===== src/hw/fe_pkg.sv =====
// front end widths, reset pc, opcodes, stage bus structs and instruction format union
`default_nettype none

package fe_pkg;

  localparam int unsigned INST_WD      = 32;
  localparam int unsigned PC_WD        = 32;
  localparam int unsigned SRAM_ADDR_WD = 32;
  localparam int unsigned SRAM_DATA_WD = 64;

  localparam logic [PC_WD-1:0] PC_RESETVAL = 32'h8000_0000;  // first fetch after reset

  localparam logic [6:0] OPC_JAL    = 7'b110_1111;
  localparam logic [6:0] OPC_BRANCH = 7'b110_0011;
  localparam logic [2:0] F3_BEQ     = 3'b000;

  // decode to fetch redirect
  typedef struct packed {
    logic             taken;   // one cycle pulse
    logic [PC_WD-1:0] target;
  } br_bus_t;

  typedef struct packed {
    logic [INST_WD-1:0] inst;
    logic [PC_WD-1:0]   pc;
  } fs_to_ds_bus_t;

  typedef struct packed {
    logic [INST_WD-1:0] inst;
    logic [PC_WD-1:0]   pc;
  } ds_to_es_bus_t;

  // jal layout
  typedef struct packed {
    logic       imm_20;
    logic [9:0] imm_10_1;
    logic       imm_11;
    logic [7:0] imm_19_12;
    logic [4:0] rd;
    logic [6:0] opcode;
  } j_fmt_t;

  // conditional branch layout
  typedef struct packed {
    logic       imm_12;
    logic [5:0] imm_10_5;
    logic [4:0] rs2;
    logic [4:0] rs1;
    logic [2:0] funct3;
    logic [3:0] imm_4_1;
    logic       imm_11;
    logic [6:0] opcode;
  } b_fmt_t;

  typedef union packed {
    j_fmt_t j;
    b_fmt_t b;
  } inst_fmt_u;

endpackage

`default_nettype wire

===== src/hw/fetch_top.sv =====
// front end top connecting pc generator, fetch and decode to sram and execute
`timescale 1ns/1ps
`default_nettype none

module fetch_top (
  input  logic                             i_clk,
  input  logic                             i_rst,
  // inst sram
  output logic                             o_inst_sram_ren,
  output logic [fe_pkg::SRAM_ADDR_WD-1:0]  o_inst_sram_addr,
  input  logic                             i_inst_sram_addr_ok,
  input  logic                             i_inst_sram_data_ok,
  input  logic [fe_pkg::SRAM_DATA_WD-1:0]  i_inst_sram_rdata,
  // to execute
  input  logic                             i_es_allowin,
  output logic                             o_ds_to_es_valid,
  output fe_pkg::ds_to_es_bus_t            o_ds_to_es_bus
);

  logic                       load;
  logic [fe_pkg::PC_WD-1:0]   req_pc;
  fe_pkg::br_bus_t            br_bus;
  logic                       fs_to_ds_valid;
  fe_pkg::fs_to_ds_bus_t      fs_to_ds_bus;
  logic                       ds_allowin;

  pc_gen u_pc_gen (
    .i_clk            (i_clk),
    .i_rst            (i_rst),
    .i_load           (load),
    .i_br_bus         (br_bus),
    .o_pc             (req_pc),
    .o_inst_sram_addr (o_inst_sram_addr),
    .o_inst_sram_ren  (o_inst_sram_ren)
  );

  if_stage u_if_stage (
    .i_clk            (i_clk),
    .i_rst            (i_rst),
    .i_addr_ok        (i_inst_sram_addr_ok),
    .i_data_ok        (i_inst_sram_data_ok),
    .i_rdata          (i_inst_sram_rdata),
    .i_req_pc         (req_pc),
    .i_br_bus         (br_bus),
    .i_ds_allowin     (ds_allowin),
    .o_load           (load),
    .o_fs_to_ds_valid (fs_to_ds_valid),
    .o_fs_to_ds_bus   (fs_to_ds_bus)
  );

  id_stage u_id_stage (
    .i_clk            (i_clk),
    .i_rst            (i_rst),
    .i_fs_to_ds_valid (fs_to_ds_valid),
    .i_fs_to_ds_bus   (fs_to_ds_bus),
    .i_es_allowin     (i_es_allowin),
    .o_ds_allowin     (ds_allowin),
    .o_br_bus         (br_bus),   // back to pc_gen and fetch
    .o_ds_to_es_valid (o_ds_to_es_valid),
    .o_ds_to_es_bus   (o_ds_to_es_bus)
  );

endmodule

`default_nettype wire


===== src/hw/id_stage.sv =====
// decode stage with jal and beq x0,x0 target computation and branch bus
`timescale 1ns/1ps
`default_nettype none

module id_stage (
  input  logic                    i_clk,
  input  logic                    i_rst,
  input  logic                    i_fs_to_ds_valid,
  input  fe_pkg::fs_to_ds_bus_t   i_fs_to_ds_bus,
  input  logic                    i_es_allowin,
  output logic                    o_ds_allowin,
  output fe_pkg::br_bus_t         o_br_bus,
  output logic                    o_ds_to_es_valid,
  output fe_pkg::ds_to_es_bus_t   o_ds_to_es_bus
);

  logic                       ds_valid_q;
  fe_pkg::fs_to_ds_bus_t      ds_bus_q;
  fe_pkg::inst_fmt_u          fmt;
  logic                       is_jal;
  logic                       is_beq_x0;
  logic                       ds_leave;
  logic                       br_taken;
  logic [fe_pkg::PC_WD-1:0]   j_imm;
  logic [fe_pkg::PC_WD-1:0]   b_imm;
  logic [fe_pkg::PC_WD-1:0]   br_offset;
  logic [fe_pkg::PC_WD-1:0]   br_target;

  // decode always finishes in one cycle
  assign o_ds_allowin = ~ds_valid_q | i_es_allowin;
  assign ds_leave     = ds_valid_q & i_es_allowin;

  // incoming word on the redirect cycle is wrong path
  always_ff @(posedge i_clk) begin
    if (i_rst) begin
      ds_valid_q <= 1'b0;
    end else if (o_ds_allowin) begin
      ds_valid_q <= i_fs_to_ds_valid & ~br_taken;
    end
  end

  always_ff @(posedge i_clk) begin
    if (o_ds_allowin && i_fs_to_ds_valid) begin
      ds_bus_q <= i_fs_to_ds_bus;
    end
  end

  assign fmt = ds_bus_q.inst;

  assign is_jal = (fmt.j.opcode == fe_pkg::OPC_JAL);

  // only the always taken form, no register read needed
  assign is_beq_x0 = (fmt.b.opcode == fe_pkg::OPC_BRANCH) &&
                     (fmt.b.funct3 == fe_pkg::F3_BEQ) &&
                     (fmt.b.rs1 == 5'd0) &&
                     (fmt.b.rs2 == 5'd0);

  // sign extended, bit 0 always zero
  assign j_imm = {{11{fmt.j.imm_20}},
                  fmt.j.imm_20,
                  fmt.j.imm_19_12,
                  fmt.j.imm_11,
                  fmt.j.imm_10_1,
                  1'b0};

  assign b_imm = {{19{fmt.b.imm_12}},
                  fmt.b.imm_12,
                  fmt.b.imm_11,
                  fmt.b.imm_10_5,
                  fmt.b.imm_4_1,
                  1'b0};

  assign br_offset = is_jal ? j_imm : b_imm;
  assign br_target = ds_bus_q.pc + br_offset;

  // pulse as the branch moves on to execute
  assign br_taken = ds_leave & (is_jal | is_beq_x0);

  assign o_br_bus.taken  = br_taken;
  assign o_br_bus.target = br_target;

  assign o_ds_to_es_valid    = ds_valid_q;
  assign o_ds_to_es_bus.inst = ds_bus_q.inst;
  assign o_ds_to_es_bus.pc   = ds_bus_q.pc;

endmodule

`default_nettype wire


===== src/hw/if_stage.sv =====
// fetch stage with request tracking, response buffer, half select and redirect cancel
`timescale 1ns/1ps
`default_nettype none

module if_stage (
  input  logic                             i_clk,
  input  logic                             i_rst,
  input  logic                             i_addr_ok,
  input  logic                             i_data_ok,
  input  logic [fe_pkg::SRAM_DATA_WD-1:0]  i_rdata,
  input  logic [fe_pkg::PC_WD-1:0]         i_req_pc,
  input  fe_pkg::br_bus_t                  i_br_bus,
  input  logic                             i_ds_allowin,
  output logic                             o_load,
  output logic                             o_fs_to_ds_valid,
  output fe_pkg::fs_to_ds_bus_t            o_fs_to_ds_bus
);

  logic                          run_q;       // low during and just after reset
  logic                          inflight_q;  // one request outstanding
  logic                          cancel_q;    // outstanding request is wrong path
  logic [fe_pkg::PC_WD-1:0]      req_pc_q;
  logic                          fs_valid_q;
  fe_pkg::fs_to_ds_bus_t         fs_bus_q;
  logic                          br_taken;
  logic                          fs_leave;
  logic                          fs_room;
  logic                          rsp_keep;
  logic [fe_pkg::INST_WD-1:0]    rsp_inst;

  assign br_taken = i_br_bus.taken;
  assign fs_leave = fs_valid_q & i_ds_allowin;
  assign fs_room  = ~fs_valid_q | fs_leave;

  // new request only with nothing in flight and the buffer free or draining
  assign o_load = run_q & ~inflight_q & fs_room & i_addr_ok;

  // drop responses of cancelled requests and anything landing on a redirect
  assign rsp_keep = i_data_ok & inflight_q & ~cancel_q & ~br_taken;

  // pc[2] selects the upper half of the 64-bit word
  assign rsp_inst = req_pc_q[2] ? i_rdata[fe_pkg::SRAM_DATA_WD-1:fe_pkg::INST_WD]
                                : i_rdata[fe_pkg::INST_WD-1:0];

  always_ff @(posedge i_clk) begin
    if (i_rst) begin
      run_q <= 1'b0;
    end else begin
      run_q <= 1'b1;
    end
  end

  always_ff @(posedge i_clk) begin
    if (i_rst) begin
      inflight_q <= 1'b0;
      cancel_q   <= 1'b0;
    end else if (o_load) begin
      inflight_q <= 1'b1;
      cancel_q   <= br_taken;   // issued from the old pc
    end else if (i_data_ok) begin
      inflight_q <= 1'b0;
      cancel_q   <= 1'b0;
    end else if (br_taken) begin
      cancel_q   <= inflight_q;
    end
  end

  always_ff @(posedge i_clk) begin
    if (o_load) begin
      req_pc_q <= i_req_pc;
    end
  end

  // buffer empties on a redirect, its word is the sequential successor
  always_ff @(posedge i_clk) begin
    if (i_rst) begin
      fs_valid_q <= 1'b0;
    end else if (br_taken) begin
      fs_valid_q <= 1'b0;
    end else if (rsp_keep) begin
      fs_valid_q <= 1'b1;
    end else if (fs_leave) begin
      fs_valid_q <= 1'b0;
    end
  end

  always_ff @(posedge i_clk) begin
    if (rsp_keep) begin
      fs_bus_q.inst <= rsp_inst;
      fs_bus_q.pc   <= req_pc_q;
    end
  end

  assign o_fs_to_ds_valid = fs_valid_q;
  assign o_fs_to_ds_bus   = fs_bus_q;

endmodule

`default_nettype wire


===== src/hw/pc_gen.sv =====
// pre-fetch pc register, next pc selection and instruction sram address
`timescale 1ns/1ps
`default_nettype none

module pc_gen (
  input  logic                             i_clk,
  input  logic                             i_rst,
  input  logic                             i_load,    // request accepted this cycle
  input  fe_pkg::br_bus_t                  i_br_bus,
  output logic [fe_pkg::PC_WD-1:0]         o_pc,
  output logic [fe_pkg::SRAM_ADDR_WD-1:0]  o_inst_sram_addr,
  output logic                             o_inst_sram_ren
);

  logic [fe_pkg::PC_WD-1:0] pc_q;
  logic [fe_pkg::PC_WD-1:0] pc_seq;
  logic [fe_pkg::PC_WD-1:0] pc_next;

  assign pc_seq = pc_q + {{(fe_pkg::PC_WD-3){1'b0}}, 3'd4};

  // redirect wins over the sequential step
  // a request accepted in the same cycle is wrong path and gets cancelled in fetch
  always_comb begin
    if (i_br_bus.taken) begin
      pc_next = i_br_bus.target;
    end else if (i_load) begin
      pc_next = pc_seq;
    end else begin
      pc_next = pc_q;
    end
  end

  // pc_q holds the next fetch address, so a redirect seen
  // without a load simply parks the target here until the next request
  always_ff @(posedge i_clk) begin
    if (i_rst) begin
      pc_q <= fe_pkg::PC_RESETVAL;
    end else begin
      pc_q <= pc_next;
    end
  end

  assign o_pc = pc_q;

  // memory returns a 64-bit word, fetch picks the half with pc[2]
  assign o_inst_sram_addr = {pc_q[fe_pkg::SRAM_ADDR_WD-1:3], 3'b000};

  // ren only goes up when fetch has room and the memory shows addr_ok,
  // so every ren is an accepted request
  assign o_inst_sram_ren = i_load;

endmodule

`default_nettype wire


===== config.mk =====
export PLATFORM = sky130hd
export DESIGN_NAME = fetch_top
export DESIGN_NICKNAME = d
export VERILOG_FILES = /design/src/hw/fe_pkg.sv /design/src/hw/fetch_top.sv /design/src/hw/id_stage.sv /design/src/hw/if_stage.sv /design/src/hw/pc_gen.sv
export SDC_FILE = /design/constraint.sdc
export NUM_CORES = 1
export LEC_CHECK = 0
export BUFFER_PORTS_ARGS = -buffer_cell sky130_fd_sc_hd__buf_2
export CORE_MARGIN = 3
export CORE_UTILIZATION = 56
export CTS_CLUSTER_SIZE = 10
export DETAILED_ROUTE_END_ITERATION = 8
export PLACE_DENSITY = 0.85
export SYNTH_ARGS = -nofsm -noshare
export SYNTH_HDL_FRONTEND = slang
export SYNTH_SLANG_ARGS = --single-unit

===== constraint.sdc =====
create_clock -name i_clk -period 7.3 [get_ports i_clk]
set_input_delay 1.095 -clock i_clk [delete_from_list [all_inputs] [get_ports i_clk]]
set_output_delay 1.095 -clock i_clk [all_outputs]
set_load 0.05 [all_outputs]

# Word-level counts from Yosys, hierarchy flattened
# Index checks and enable logic that the tools add are counted.
# word_totals
input_bits	69
regBits	197
# op_classes
muxes	12
addsub	2
bitwise_logic	18
eq_ne	2
n_reduce_logical	12
# op_table
op	n
$mux 32	3
$add 32x3->32 const B	1
$add 32x32->32	1
$mux 20	1
$eq 7x7->1 const B	2
$and 1x1->1	10
$logic_not 5->1	2
$mux 1	8
$reduce_bool 2->1	3
$not 1->1	5
$logic_and 1x1->1	4
$logic_not 3->1	1
$or 1x1->1	3
$reduce_bool 3->1	1
$reduce_or 2->1	1

# Depth between registers and ports, before layout
# Gate-level depths: netlist of run 1.
# logic_depth
depth_word	9
depth_mapped	17
ltp_nobuf	14

# Modules after synthesis
# Synthesis of run 1 repeated with hierarchy kept, for this count alone.
# hier_totals
hier_cells	764
area_unflattened_um2	9547.9
# by_module_without_submodules
module	seq_area_each_um2	cells_each	instances	area_each_um2
id_stage	1941.9	351	1	3950.0
if_stage	2962.8	152	1	3478.3
pc_gen	640.6	261	1	2119.5

# Worst setup path after synthesis of run 1
# Ideal clock, no wire load.
# synth_path
path_kind	input to register
startpoint	input port i_es_allowin
endpoint	register u_id_stage.ds_bus_q (netlist bit u_id_stage.fmt[0]) (enable)
slack_ns	0.924
t_arrival_ns	5.793
path_stages	2
required_time_ns	6.716
cell_sequence	inv_1 -> a21boi_0
# synth_via
elab_chain_len	2
# synth_lines
element	line	rtl
from (decl)	fetch_top.sv:15	input logic i_es_allowin,
$or 1x1->1	id_stage.sv:30	assign o_ds_allowin = ~ds_valid_q | i_es_allowin;
$logic_and 1x1->1	id_stage.sv:43	if (o_ds_allowin && i_fs_to_ds_valid) begin
to (signal assigned)	id_stage.sv:44	ds_bus_q <= i_fs_to_ds_bus;
to (decl)	id_stage.sv:18	fe_pkg::fs_to_ds_bus_t ds_bus_q;
# No other way between the ends.
# A chain may end at the register's enable or synchronous reset.

# Worst setup path after layout of run 1
# layout_path
startpoint	register u_id_stage.ds_bus_q (netlist bit u_id_stage.fmt[1])
endpoint	register u_pc_gen.pc_q (netlist bit u_pc_gen.o_pc[29])
# layout_via
elab_chain_len	7
elab_cells_between_ends	11
classes_between	add/sub: 1; eq/ne: 2; mux: 2; bitwise: 2; reduce/logical: 4
# layout_lines
element	line	rtl
branches (longest 7 deep; another with $add 32x32->32)	--	
to (signal assigned)	pc_gen.sv:37	pc_q <= fe_pkg::PC_RESETVAL;
to (signal assigned)	pc_gen.sv:39	pc_q <= pc_next;
to (decl)	pc_gen.sv:15	logic [fe_pkg::PC_WD-1:0] pc_q;
# Parallel ways; which one is timed is not known.

==> results.py, run 1 <==
metrics = {
    "cts": {
        "numCtsBuffers": 17,
        "cts_hold_buf": 0,
        "cts_max_level": 4,
        "cts_sinks": 197,
        "cts_setup_buffers": 0,
        "clock_path_buffers": 2,
        "clk_latency_ns": 0.43,
        "clockRootBuffer": "clkbuf_16",
        "path_clk_slew_ns": 0.07,
        "cts_tree": "yes",
        "post_cts_resize_count": 0,
    },
    "yosys": {
        "synth-edff-count": 160,
        "synthArstFlopShare_pct": 0,
        "netlist_instances": 676,
        "ys_seq_elements": 197,
        "yosysWarningCount": 0,
        "syn_avg_cell_area_um2": 13.2,
        "ys_seq_area_share_pct": 62.1,
        "syn-cell-area_um2": 8930,
        "yosysUniqueCellTypes": 63,
        "synth_ff_type": "edfxtp_1",
        "ys_top_cells_by_area": "edfxtp_1 54%, dfxtp_1 8.3%, ha_1 4.8%",
        "synth_largest_area_cell": "edfxtp_1",
        "yosysTopAreaCellShare_pct": 53.8,
    },
    "floorplan": {
        "coreArea_um2": 15400,
        "initial_core_util_pct": 57.9,
        "dieWidth_um": 132,
        "die_y_um": 132,
        "rows": 45,
        "die-area_um2": 17500,
        "io_pins": 167,
    },
    "setup_path": {
        "arrival_ns": 4.70,
        "cp.required_ns": 7.61,
        "critPathKind": "reg2reg",
        "end_kind": "flip-flop",
        "crit_fanout": 14,
        "crit_path_start_kind": "flip-flop",
    },
    "global_routing": {
        "antenna_found_initial": 0,
        "grt_start_max_net_pins": 46,
        "grt_pass1_vias": 5601,
        "grt_usage_pct": 22.6,
        "grt_pass1_wl_um": 30500,
        "grt-ovfl-total": 0,
    },
    "route": {
        "vias_per_cell": 5.71,
        "dr_total_vias": 5903,
        "wl_um": 19700,
        "dr.pass1.iters": 6,
        "first_iter_violations": 595,
        "drc": 0,
        "postRouteAntennaNets": 0,
        "wl_per_cell_um": 19.1,
    },
    "timing": {
        "finalCritPeriodShare_pct": 60.1,
        "max-slew-margin-rel_pct": 30.0,
        "final_hold_viol_count": 0,
        "max_freq_mhz": 228,
        "finalSetupTns_ns": 0,
        "worst_pin_slew_ns": 1.05,
        "rsz0062_at_grt": "no",
        "fin_crit_ns": 4.39,
        "fin_skew_ns": 0.0121,
        "setup_viol": 0,
        "slew_violations": 0,
    },
    "power_and_ir_drop": {
        "cellLeakagePower_uw": 0.00392,
        "max-vdd-ir-drop_v": 0.000163,
        "powerDensity_nw_per_um2": 217,
    },
    "flow_run": {
        "drv_cap": 0,
    },
    "cells_and_area": {
        "most-common-layout-cells": "163 x buf_2, 160 x edfxtp_1, 43 x nor2_1",
        "syn_to_final_growth_pct": 15.2,
        "nets": 914,
        "drive_above_1_share_pct": 29.8,
        "num_antenna_cells": 0,
        "post-route-util_pct": 66.7,
        "final_common_cell": "buf_2",
    },
    "placement": {
        "gp_congestion": 0.917,
        "portBuffers": 163,
        "place_hpwl_um": 14100,
    },
    "min_path": {
        "hold_class": "reg2reg",
    },
    "status": {
        "outcome": "complete, no violations",
    },
}
==> worst paths after layout <==
check,cells after the start,endpoint,start,slack [ns]
worst max-delay path,14,u_pc_gen.o_pc[29],u_id_stage.fmt[1],2.91
worst min-delay path,0,u_id_stage.fmt[18],u_if_stage.o_fs_to_ds_bus[50],0.41
worst max register to register,14,u_pc_gen.o_pc[29],u_id_stage.fmt[1],2.91
worst min register to register,0,u_id_stage.fmt[18],u_if_stage.o_fs_to_ds_bus[50],0.41
==> final cells by class <==
cell class              count  area (µm²)
multi-input cells         415        3030
well taps                 211         264
repair buffers            168         853
fillers                  1116        5140
clock inverters             8        78.8
flip-flops and latches    197        5550
inverters                  11        41.3
clock buffers              23         468
==> cell usage after synthesis (all sizes together), types with 17 or more instances <==
cell    number
ha          34
buf         40
nand2       38
nand3       17
a211oi      21
a21o        22
dfxtp       37
xor2        25
a21oi       33
edfxtp     160
nor2        44
mux2        37
xnor2       26
o21ai       18
==> where the power goes <==
part / leakage (µW) / total (µW) / switching (µW) / internal (µW)
clock network: 0.000257 / 869 / 383 / 486
logic: 0.00190 / 117 / 71.7 / 45.6
registers: 0.00177 / 1240 / 10.3 / 1230
==> sequential cells by signal (all words and copies together), names as in the netlist <==
signal                       count
u_if_stage.o_fs_to_ds_bus       64
u_id_stage.fmt                  32
u_id_stage.o_ds_to_es_bus       32
u_if_stage.req_pc_q             32
u_pc_gen.o_pc                   32
u_id_stage.o_ds_to_es_valid      1
u_if_stage.cancel_q              1
u_if_stage.inflight_q            1
u_if_stage.o_fs_to_ds_valid      1
u_if_stage.run_q                 1
==> metal layers <==
| layer | track usage (%) | routed length [µm] |
|---|---|---|
| met1 | 30.8 | 8530 |
| met3 | 6.60 | 1570 |
| met5 | 0 | 0 |
| met2 | 34.8 | 9150 |
| met4 | 8.31 | 493 |
==> stage by stage <==
step / hold slack, ns / total power (µW) / cells / instance area [µm²] / setup WS, ns
6_report: 0.415 / 2230 / 1033 / 10300 / 2.91
2_1_floorplan: 0.400 / 1340 / 678 / 8930 / 0.924
3_3_place_gp: 0.400 / 1380 / 1002 / 9740 / 3.15
5_1_grt: 0.418 / 2300 / 1033 / 10300 / 2.55
3_5_place_dp: 0.405 / 1380 / 1002 / 9740 / 2.96
4_1_cts: 0.415 / 2240 / 1033 / 10300 / 2.93
==> worst max-delay path, cell delays in order (launching register included) <==
cell and delay [ns]:
edfxtp_1 0.35, nand3_1 0.09, nor3b_1 0.25, and3_1 0.54, mux2_2 0.41, ha_1 0.21, fa_1 0.43, a211oi_1 0.35
o211ai_1 0.17, a31oi_1 0.32, o41a_1 0.31, o41ai_2 0.11, a311o_1 0.41, xnor2_1 0.20, o22ai_1 0.10
==> cell families after synthesis <==
| group | synth area share, % |
|---|---|
| AO/OA/AOI/OAI | 9.91 |
| multiplexers | 4.78 |
| buffers and inverters | 4.22 |
| AND/OR/NAND/NOR | 8.94 |
| adder cells (fa/ha/maj) | 4.99 |
| flip-flops | 62.1 |
| XOR/XNOR | 5.00 |
| other | 0.0420 |
No activity file was read; power rests on OpenSTA's default activity.
==> run 2, diff against run 1 <==
--- a/config.mk
+++ b/config.mk
@@ -5,12 +5,13 @@
 export SDC_FILE = /design/constraint.sdc
 export NUM_CORES = 1
 export LEC_CHECK = 0
+export ABC_AREA = 1
 export BUFFER_PORTS_ARGS = -buffer_cell sky130_fd_sc_hd__buf_2
 export CORE_MARGIN = 3
-export CORE_UTILIZATION = 56
+export CORE_UTILIZATION = 57
 export CTS_CLUSTER_SIZE = 10
 export DETAILED_ROUTE_END_ITERATION = 8
-export PLACE_DENSITY = 0.85
+export PLACE_DENSITY = 0.86
 export SYNTH_ARGS = -nofsm -noshare
 export SYNTH_HDL_FRONTEND = slang
 export SYNTH_SLANG_ARGS = --single-unit
==> constraint.sdc (replaced) <==
create_clock -name i_clk -period 4.3 [get_ports i_clk]
set_input_delay 0.645 -clock i_clk [delete_from_list [all_inputs] [get_ports i_clk]]
set_output_delay 0.645 -clock i_clk [all_outputs]
set_load 0.05 [all_outputs]
==> run 2 against run 1 <==
Hold slack improved by 0.0050 ns. Highest routed layer is now met5. Critical path depth increased by 4. Cell count increased by 40%.
==> results.py, run 2 <==
metrics = {
    "global_routing": {
        "met1_usage_pct": 34.9,
        "grt_pass1_vias": 8097,
        "grt-ovfl-total": 0,
        "grt_usage_pct": 28.1,
        "grt_pass1_wl_um": 42800,
        "antenna_found_initial": 1,
        "use_met3_pct": 6.43,
        "grt_start_max_net_pins": 46,
        "busiest_layer": "met2",
        "met2_usage_pct": 47.8,
    },
    "floorplan": {
        "die_y_um": 139,
        "coreArea_um2": 17400,
        "dieWidth_um": 139,
        "initial_core_util_pct": 58.4,
        "die-area_um2": 19400,
        "rows": 48,
        "io_pins": 167,
    },
    "cts": {
        "path_clk_slew_ns": 0.08,
        "clk_latency_ns": 0.45,
        "numCtsBuffers": 17,
        "cts_hold_buf": 0,
        "cts_tree": "yes",
        "cts_setup_buffers": 0,
        "clockRootBuffer": "clkbuf_16",
        "cts_max_level": 4,
        "clock_path_buffers": 2,
        "cts_sinks": 197,
        "post_cts_resize_count": 0,
    },
    "yosys": {
        "yosysUniqueCellTypes": 45,
        "syn-cell-area_um2": 10100,
        "ys_seq_elements": 197,
        "netlist_instances": 1070,
        "ys_seq_area_share_pct": 54.7,
        "synth_ff_type": "edfxtp_1",
        "yosysWarningCount": 0,
        "ys_top_cells_by_area": "edfxtp_1 47%, nand2_1 9.5%, dfxtp_1 7.3%",
        "synth-edff-count": 160,
        "yosysTopAreaCellShare_pct": 47.4,
        "yosysMostFrequentCell": "nand2_1",
        "synth_commonest_cells": "258 x nand2_1, 160 x edfxtp_1, 121 x inv_1",
        "synth_largest_area_cell": "edfxtp_1",
        "syn_avg_cell_area_um2": 9.48,
        "synthArstFlopShare_pct": 0,
    },
    "setup_path": {
        "critPathKind": "reg2reg",
        "rrSetupSlack_ns": 0.83,
        "r2r-start": "u_id_stage.fmt[4]",
        "end_kind": "flip-flop",
        "r2r_end": "u_pc_gen.o_pc[27]",
        "worst-r2r-cell-count": 18,
        "arrival_ns": 3.84,
        "crit_fanout": 20,
        "critical_path.endpoint": "u_pc_gen.o_pc[27]",
        "cp-startpoint": "u_id_stage.fmt[4]",
        "crit_path_start_kind": "flip-flop",
        "cp.required_ns": 4.67,
    },
    "power_and_ir_drop": {
        "cellLeakagePower_uw": 0.00504,
        "powerDensity_nw_per_um2": 361,
        "max-vdd-ir-drop_v": 0.000304,
        "total_power_uw": 4200,
    },
    "min_path": {
        "hold_class": "reg2reg",
        "worstHoldPathCells": 0,
    },
    "timing": {
        "finalCritPeriodShare_pct": 80.7,
        "final_hold_viol_count": 0,
        "setup_slack_ns": 0.832,
        "fin_crit_ns": 3.47,
        "rsz0062_at_grt": "no",
        "fin_skew_ns": 0.0126,
        "max_freq_mhz": 288,
        "finalSetupTns_ns": 0,
        "slew_violations": 0,
        "worst_pin_slew_ns": 0.746,
        "setup_viol": 0,
        "max-slew-margin-rel_pct": 50.0,
    },
    "route": {
        "vias_per_cell": 5.74,
        "wl_um": 27400,
        "dr_total_vias": 8320,
        "postRouteAntennaNets": 0,
        "wl_per_cell_um": 18.9,
        "first_iter_violations": 889,
        "dr.pass1.iters": 5,
        "drc": 0,
    },
    "placement": {
        "gp_congestion": 0.955,
        "dpl.cell_count": 1417,
        "place_ws_ns": 0.951,
        "portBuffers": 163,
        "place_hpwl_um": 20200,
    },
    "cells_and_area": {
        "largest_register_ffs": 64,
        "nets": 1315,
        "post-route-util_pct": 67.1,
        "final_common_cell": "nand2_1",
        "n_fill_cell": 1314,
        "most-common-layout-cells": "258 x nand2_1, 163 x buf_2, 160 x edfxtp_1, 121 x inv_1, 77 x nor2_1",
        "drive_above_1_share_pct": 21.4,
        "final_cells": 1449,
        "syn_to_final_growth_pct": 14.8,
        "num_antenna_cells": 0,
    },
    "flow_run": {
        "drv_cap": 0,
    },
    "status": {
        "outcome": "complete, no violations",
    },
}
run 2: cell types whose count changed in the layout (fill, tap and decap cells not counted), sizes merged, moves of 10 or more:
cell / previous run / this run
a211oi: 21 / 0
a21o: 22 / 2
a21oi: 33 / 64
inv: 10 / 133
nand2: 38 / 263
nand3: 17 / 70
nand4: 7 / 17
nor2: 44 / 85
o21ai: 18 / 60
xnor2: 26 / 7
run 2: worst min-delay path by stage:
stage	from	endpoint	slack, ns
2_1_floorplan	u_if_stage.o_fs_to_ds_bus[32]	u_id_stage.fmt[0]	0.40
3_3_place_gp	u_if_stage.req_pc_q[30]	u_if_stage.o_fs_to_ds_bus[30]	0.40
3_5_place_dp	u_if_stage.o_fs_to_ds_bus[32]	u_id_stage.fmt[0]	0.40
4_1_cts	u_if_stage.req_pc_q[30]	u_if_stage.o_fs_to_ds_bus[30]	0.42
5_1_grt	u_if_stage.o_fs_to_ds_bus[45]	u_id_stage.fmt[13]	0.42
6_report	u_if_stage.req_pc_q[30]	u_if_stage.o_fs_to_ds_bus[30]	0.42
run 2: final cells by class:
| type | count | area [µm²] | share of cell area [%] |
|---|---|---|---|
| Multi-Input combinational cell | 700 | 3820 | 32.8 |
| Timing Repair Buffer | 171 | 876 | 7.52 |
| Clock buffer | 17 | 425 | 3.65 |
| Clock inverter | 15 | 225 | 1.93 |
| Tap cell | 225 | 282 | 2.42 |
| Sequential cell | 197 | 5550 | 47.6 |
| Inverter | 124 | 465 | 4.00 |
run 2: per-stage QoR:
step / cell area, µm² / hold slack [ns]
2_1_floorplan: 10200 / 0.400
3_3_place_gp: 11000 / 0.400
3_5_place_dp: 11000 / 0.405
4_1_cts: 11600 / 0.420
5_1_grt: 11600 / 0.420
6_report: 11600 / 0.420
run 2: layer usage:
layer | share of wire (%) | vias up
li1 | - | 3867
met1 | 38 | 3915
met2 | 50 | 452
met3 | 8.6 | 84
met4 | 3.6 | 2
met5 | 0.048 | -
run 2: power breakdown:
group | internal [µW] | total, µW | switching [µW]
clock network | 870 | 1720 | 847
logic | 104 | 325 | 221
registers | 2110 | 2160 | 49.1
total | 3090 | 4200 | 1120
run 2: cells by family (layout without fill, tap and decap cells):
| group | after synthesis | after routing | synth area share [%] |
|---|---|---|---|
| xor gates and xnor gates | 25 | 25 | 2.16 |
| DFF | 197 | 197 | 54.7 |
| muxes | 32 | 32 | 3.55 |
| buffers and inverters | 175 | 327 | 7.87 |
| AOI/OAI and AO/OA | 137 | 137 | 7.10 |
| and+or+nand+nor | 468 | 468 | 20.2 |
| other | 1 | 3 | 0.0370 |
| adders and majority gates | 35 | 35 | 4.39 |
run 2: critical path: stages (launching register included):
cell and delay [ns]:
edfxtp_1 0.38, inv_1 0.08, nand3_1 0.08, or3_1 0.60, nand2_1 0.16, o21ai_0 0.17
ha_1 0.27, fa_1 0.41, nand3_1 0.11, nand2_1 0.15, nand2_1 0.10, nand2_1 0.14
nand2_1 0.10, nand2_1 0.12, nand2_1 0.14, nand3_1 0.08, nand2_1 0.07, nand3_1 0.09
a21oi_1 0.16
==> run 3, diff against run 2 <==
--- a/config.mk
+++ b/config.mk
@@ -8,10 +8,10 @@
 export ABC_AREA = 1
 export BUFFER_PORTS_ARGS = -buffer_cell sky130_fd_sc_hd__buf_2
 export CORE_MARGIN = 3
-export CORE_UTILIZATION = 57
+export CORE_UTILIZATION = 51
 export CTS_CLUSTER_SIZE = 10
 export DETAILED_ROUTE_END_ITERATION = 8
-export PLACE_DENSITY = 0.86
+export PLACE_DENSITY = 0.81
 export SYNTH_ARGS = -nofsm -noshare
 export SYNTH_HDL_FRONTEND = slang
 export SYNTH_SLANG_ARGS = --single-unit
==> constraint.sdc (replaced) <==
create_clock -name i_clk -period 2.92 [get_ports i_clk]
set_input_delay 0.438 -clock i_clk [delete_from_list [all_inputs] [get_ports i_clk]]
set_output_delay 0.438 -clock i_clk [all_outputs]
set_load 0.05 [all_outputs]
==> run 3 against run 2 <==
The flow now finishes with violations (setup timing). Non-clock buffer count up 39. Sequential power increased by 47%. Combinational power increased by 66%. Die area is 11% higher. Total power grew 48%. Clock-buffer cell count unchanged. Routed wire length up 7.5%. Critical path type unchanged.
==> results.py, run 3 (same netlist as run 2, synthesis figures left out) <==
metrics = {
    "power_and_ir_drop": {
        "total_power_uw": 6230,
        "max-vdd-ir-drop_v": 0.000437,
        "powerDensity_nw_per_um2": 487,
        "cellLeakagePower_uw": 0.00540,
    },
    "setup_path": {
        "max_stage_delay_ns": 0.48,
        "worst-r2r-cell-count": 17,
        "arrival_ns": 3.37,
        "cp.required_ns": 3.30,
        "path_cells": "inv_1, nand3_2, or3_4, clkbuf_16, o21ai_4, ha_4, nand2_1, inv_1, nand2_2, inv_2, a21oi_2, nand2_2, nand2_2, nand2_1, nand2_1, nand3_1, a21oi_1",
        "critPathKind": "reg2reg",
        "critPathBufInv": 4,
        "critPathTopFamily": "simple AND/OR/NAND/NOR gates",
        "crit_path_start_kind": "flip-flop",
        "worst_path_max_delay_cell": "or3_4",
        "crit_fanout": 5,
        "end_kind": "flip-flop",
        "r2r-start": "u_id_stage.fmt[4]",
        "r2r_end": "u_pc_gen.o_pc[22]",
        "rrSetupSlack_ns": -0.07,
    },
    "route": {
        "postRouteAntennaNets": 0,
        "first_iter_violations": 641,
        "wl_per_cell_um": 19.3,
        "dr_total_vias": 8370,
        "dr.pass1.iters": 5,
        "drc": 0,
        "vias_per_cell": 5.50,
        "wl_um": 29400,
    },
    "timing": {
        "rsz0062_at_grt": "yes",
        "holdWs_ns": 0.287,
        "final_hold_viol_count": 0,
        "setup_viol": 10,
        "max_freq_mhz": 335,
        "worst_pin_slew_ns": 0.829,
        "fin_skew_ns": 0.0155,
        "max-slew-margin-rel_pct": 44.6,
        "slew_violations": 0,
        "setup_slack_ns": -0.0687,
        "fin_crit_ns": 2.99,
        "finalCritPeriodShare_pct": 102,
    },
    "cells_and_area": {
        "drive_above_1_share_pct": 35.2,
        "nets": 1354,
        "largest_register_ffs": 64,
        "final_common_cell": "nand2_1",
        "final_cells": 1523,
        "syn_to_final_growth_pct": 26.2,
        "post-route-util_pct": 66.9,
        "num_antenna_cells": 0,
        "most-common-layout-cells": "211 x nand2_1, 163 x buf_2, 160 x edfxtp_1, 111 x inv_1, 65 x nor2_1",
    },
    "placement": {
        "portBuffers": 163,
        "gp_congestion": 0.954,
        "place_hpwl_um": 20500,
        "dpl.cell_count": 1476,
    },
    "cts": {
        "cts_tree": "yes",
        "cts_sinks": 197,
        "clk_latency_ns": 0.45,
        "cts_max_level": 4,
        "clock_path_buffers": 2,
        "numCtsBuffers": 17,
        "clockRootBuffer": "clkbuf_16",
        "path_clk_slew_ns": 0.08,
    },
    "min_path": {
        "worstHoldPathCells": 2,
        "hold_class": "in2reg",
        "worstHoldStart": "i_inst_sram_rdata[5]",
        "holdPathEnd": "u_if_stage.o_fs_to_ds_bus[37]",
    },
    "global_routing": {
        "grt_usage_pct": 25.4,
        "antenna_found_initial": 0,
        "grt_start_max_net_pins": 51,
        "grt-ovfl-total": 0,
        "grt_pass1_wl_um": 43200,
        "grt_pass1_vias": 7931,
    },
    "status": {
        "violations": "setup timing",
        "outcome": "finished, violations left",
    },
    "floorplan": {
        "rows": 50,
        "coreArea_um2": 19100,
        "die-area_um2": 21600,
        "io_pins": 167,
        "initial_core_util_pct": 53.0,
        "dieWidth_um": 147,
        "die_y_um": 147,
    },
    "flow_run": {
        "drv_cap": 0,
    },
}
## run 3: changes by cell type in the layout (fill, tap and decap cells not counted), moves of 19 or more
cell and change:
a21oi_1 -20, a21oi_2 +19, buf_4 +28, nand2_1 -47
nand2_2 +32, nand3_1 -20, nand3_2 +19
## run 3: routing by layer
metal	track usage, %	share of wire [%]	wire [µm]	vias to the layer above
li1	-	-	-	3938
met1	33.8	41	11900	4014
met3	3.82	6.6	1940	61
met2	43.5	50	14800	357
met5	0	0	0	-
met4	7.32	2.4	700	0
## run 3: final cells by class
type / count / area (µm²)
sequential: 197 / 5550
timing repair buffer: 210 / 1260
clock buffer: 17 / 425
fill: 1465 / 6340
multi-input combinational: 700 / 4550
inverter: 124 / 465
clock inverter: 15 / 226
tap: 260 / 325
## run 3: where the power goes
group,switching [µW],internal (µW)
sequential,66.4,3110
clock,1250,1270
combinational,354,184
## run 3: worst reg2reg max path: stages, from the launching register on
cell and delay, ns:
edfxtp_1 0.39, inv_1 0.08, nand3_2 0.09, or3_4 0.48, clkbuf_16 0.20, o21ai_4 0.24, ha_4 0.25, nand2_1 0.16
inv_1 0.08, nand2_2 0.10, inv_2 0.05, a21oi_2 0.15, nand2_2 0.12, nand2_2 0.10, nand2_1 0.06, nand2_1 0.07
nand3_1 0.12, a21oi_1 0.17
## run 3: through the flow
stage / instance area (µm²) / TNS [ns] / setup WS [ns]
after floorplan: 10200 / -0.0880 / -0.0291
after global placement: 11300 / -0.0917 / -0.0917
after CTS: 12000 / -0.00971 / -0.00971
final: 12800 / -0.328 / -0.0687
after global routing: 12800 / -2.68 / -0.216
after detailed placement: 11300 / -0.521 / -0.177
## run 3: how the worst max path moves through the flow
stage                                 start           endpoint  slack [ns]  depth (start not counted)
after CTS                 u_id_stage.fmt[4]  u_pc_gen.o_pc[31]       -0.01                         24
final                     u_id_stage.fmt[4]  u_pc_gen.o_pc[22]       -0.07                         17
after detailed placement  u_id_stage.fmt[4]  u_pc_gen.o_pc[28]       -0.18                         18
after global routing      u_id_stage.fmt[4]  u_pc_gen.o_pc[31]       -0.22                         21
after floorplan           u_id_stage.fmt[0]  u_pc_gen.o_pc[15]       -0.03                         17
after global placement    u_id_stage.fmt[4]  u_pc_gen.o_pc[28]       -0.09                         18
## run 3: what timing repair did
action / in CTS / in global routing
hold buffers: 0 / 0
endpoints found under the hold margin: 0 / 0
pin swaps: 4 / 49
setup buffers: 4 / 8
setup endpoints to repair: 16 / 24
gates cloned: 1 / 2
gates resized for setup: 22 / 163
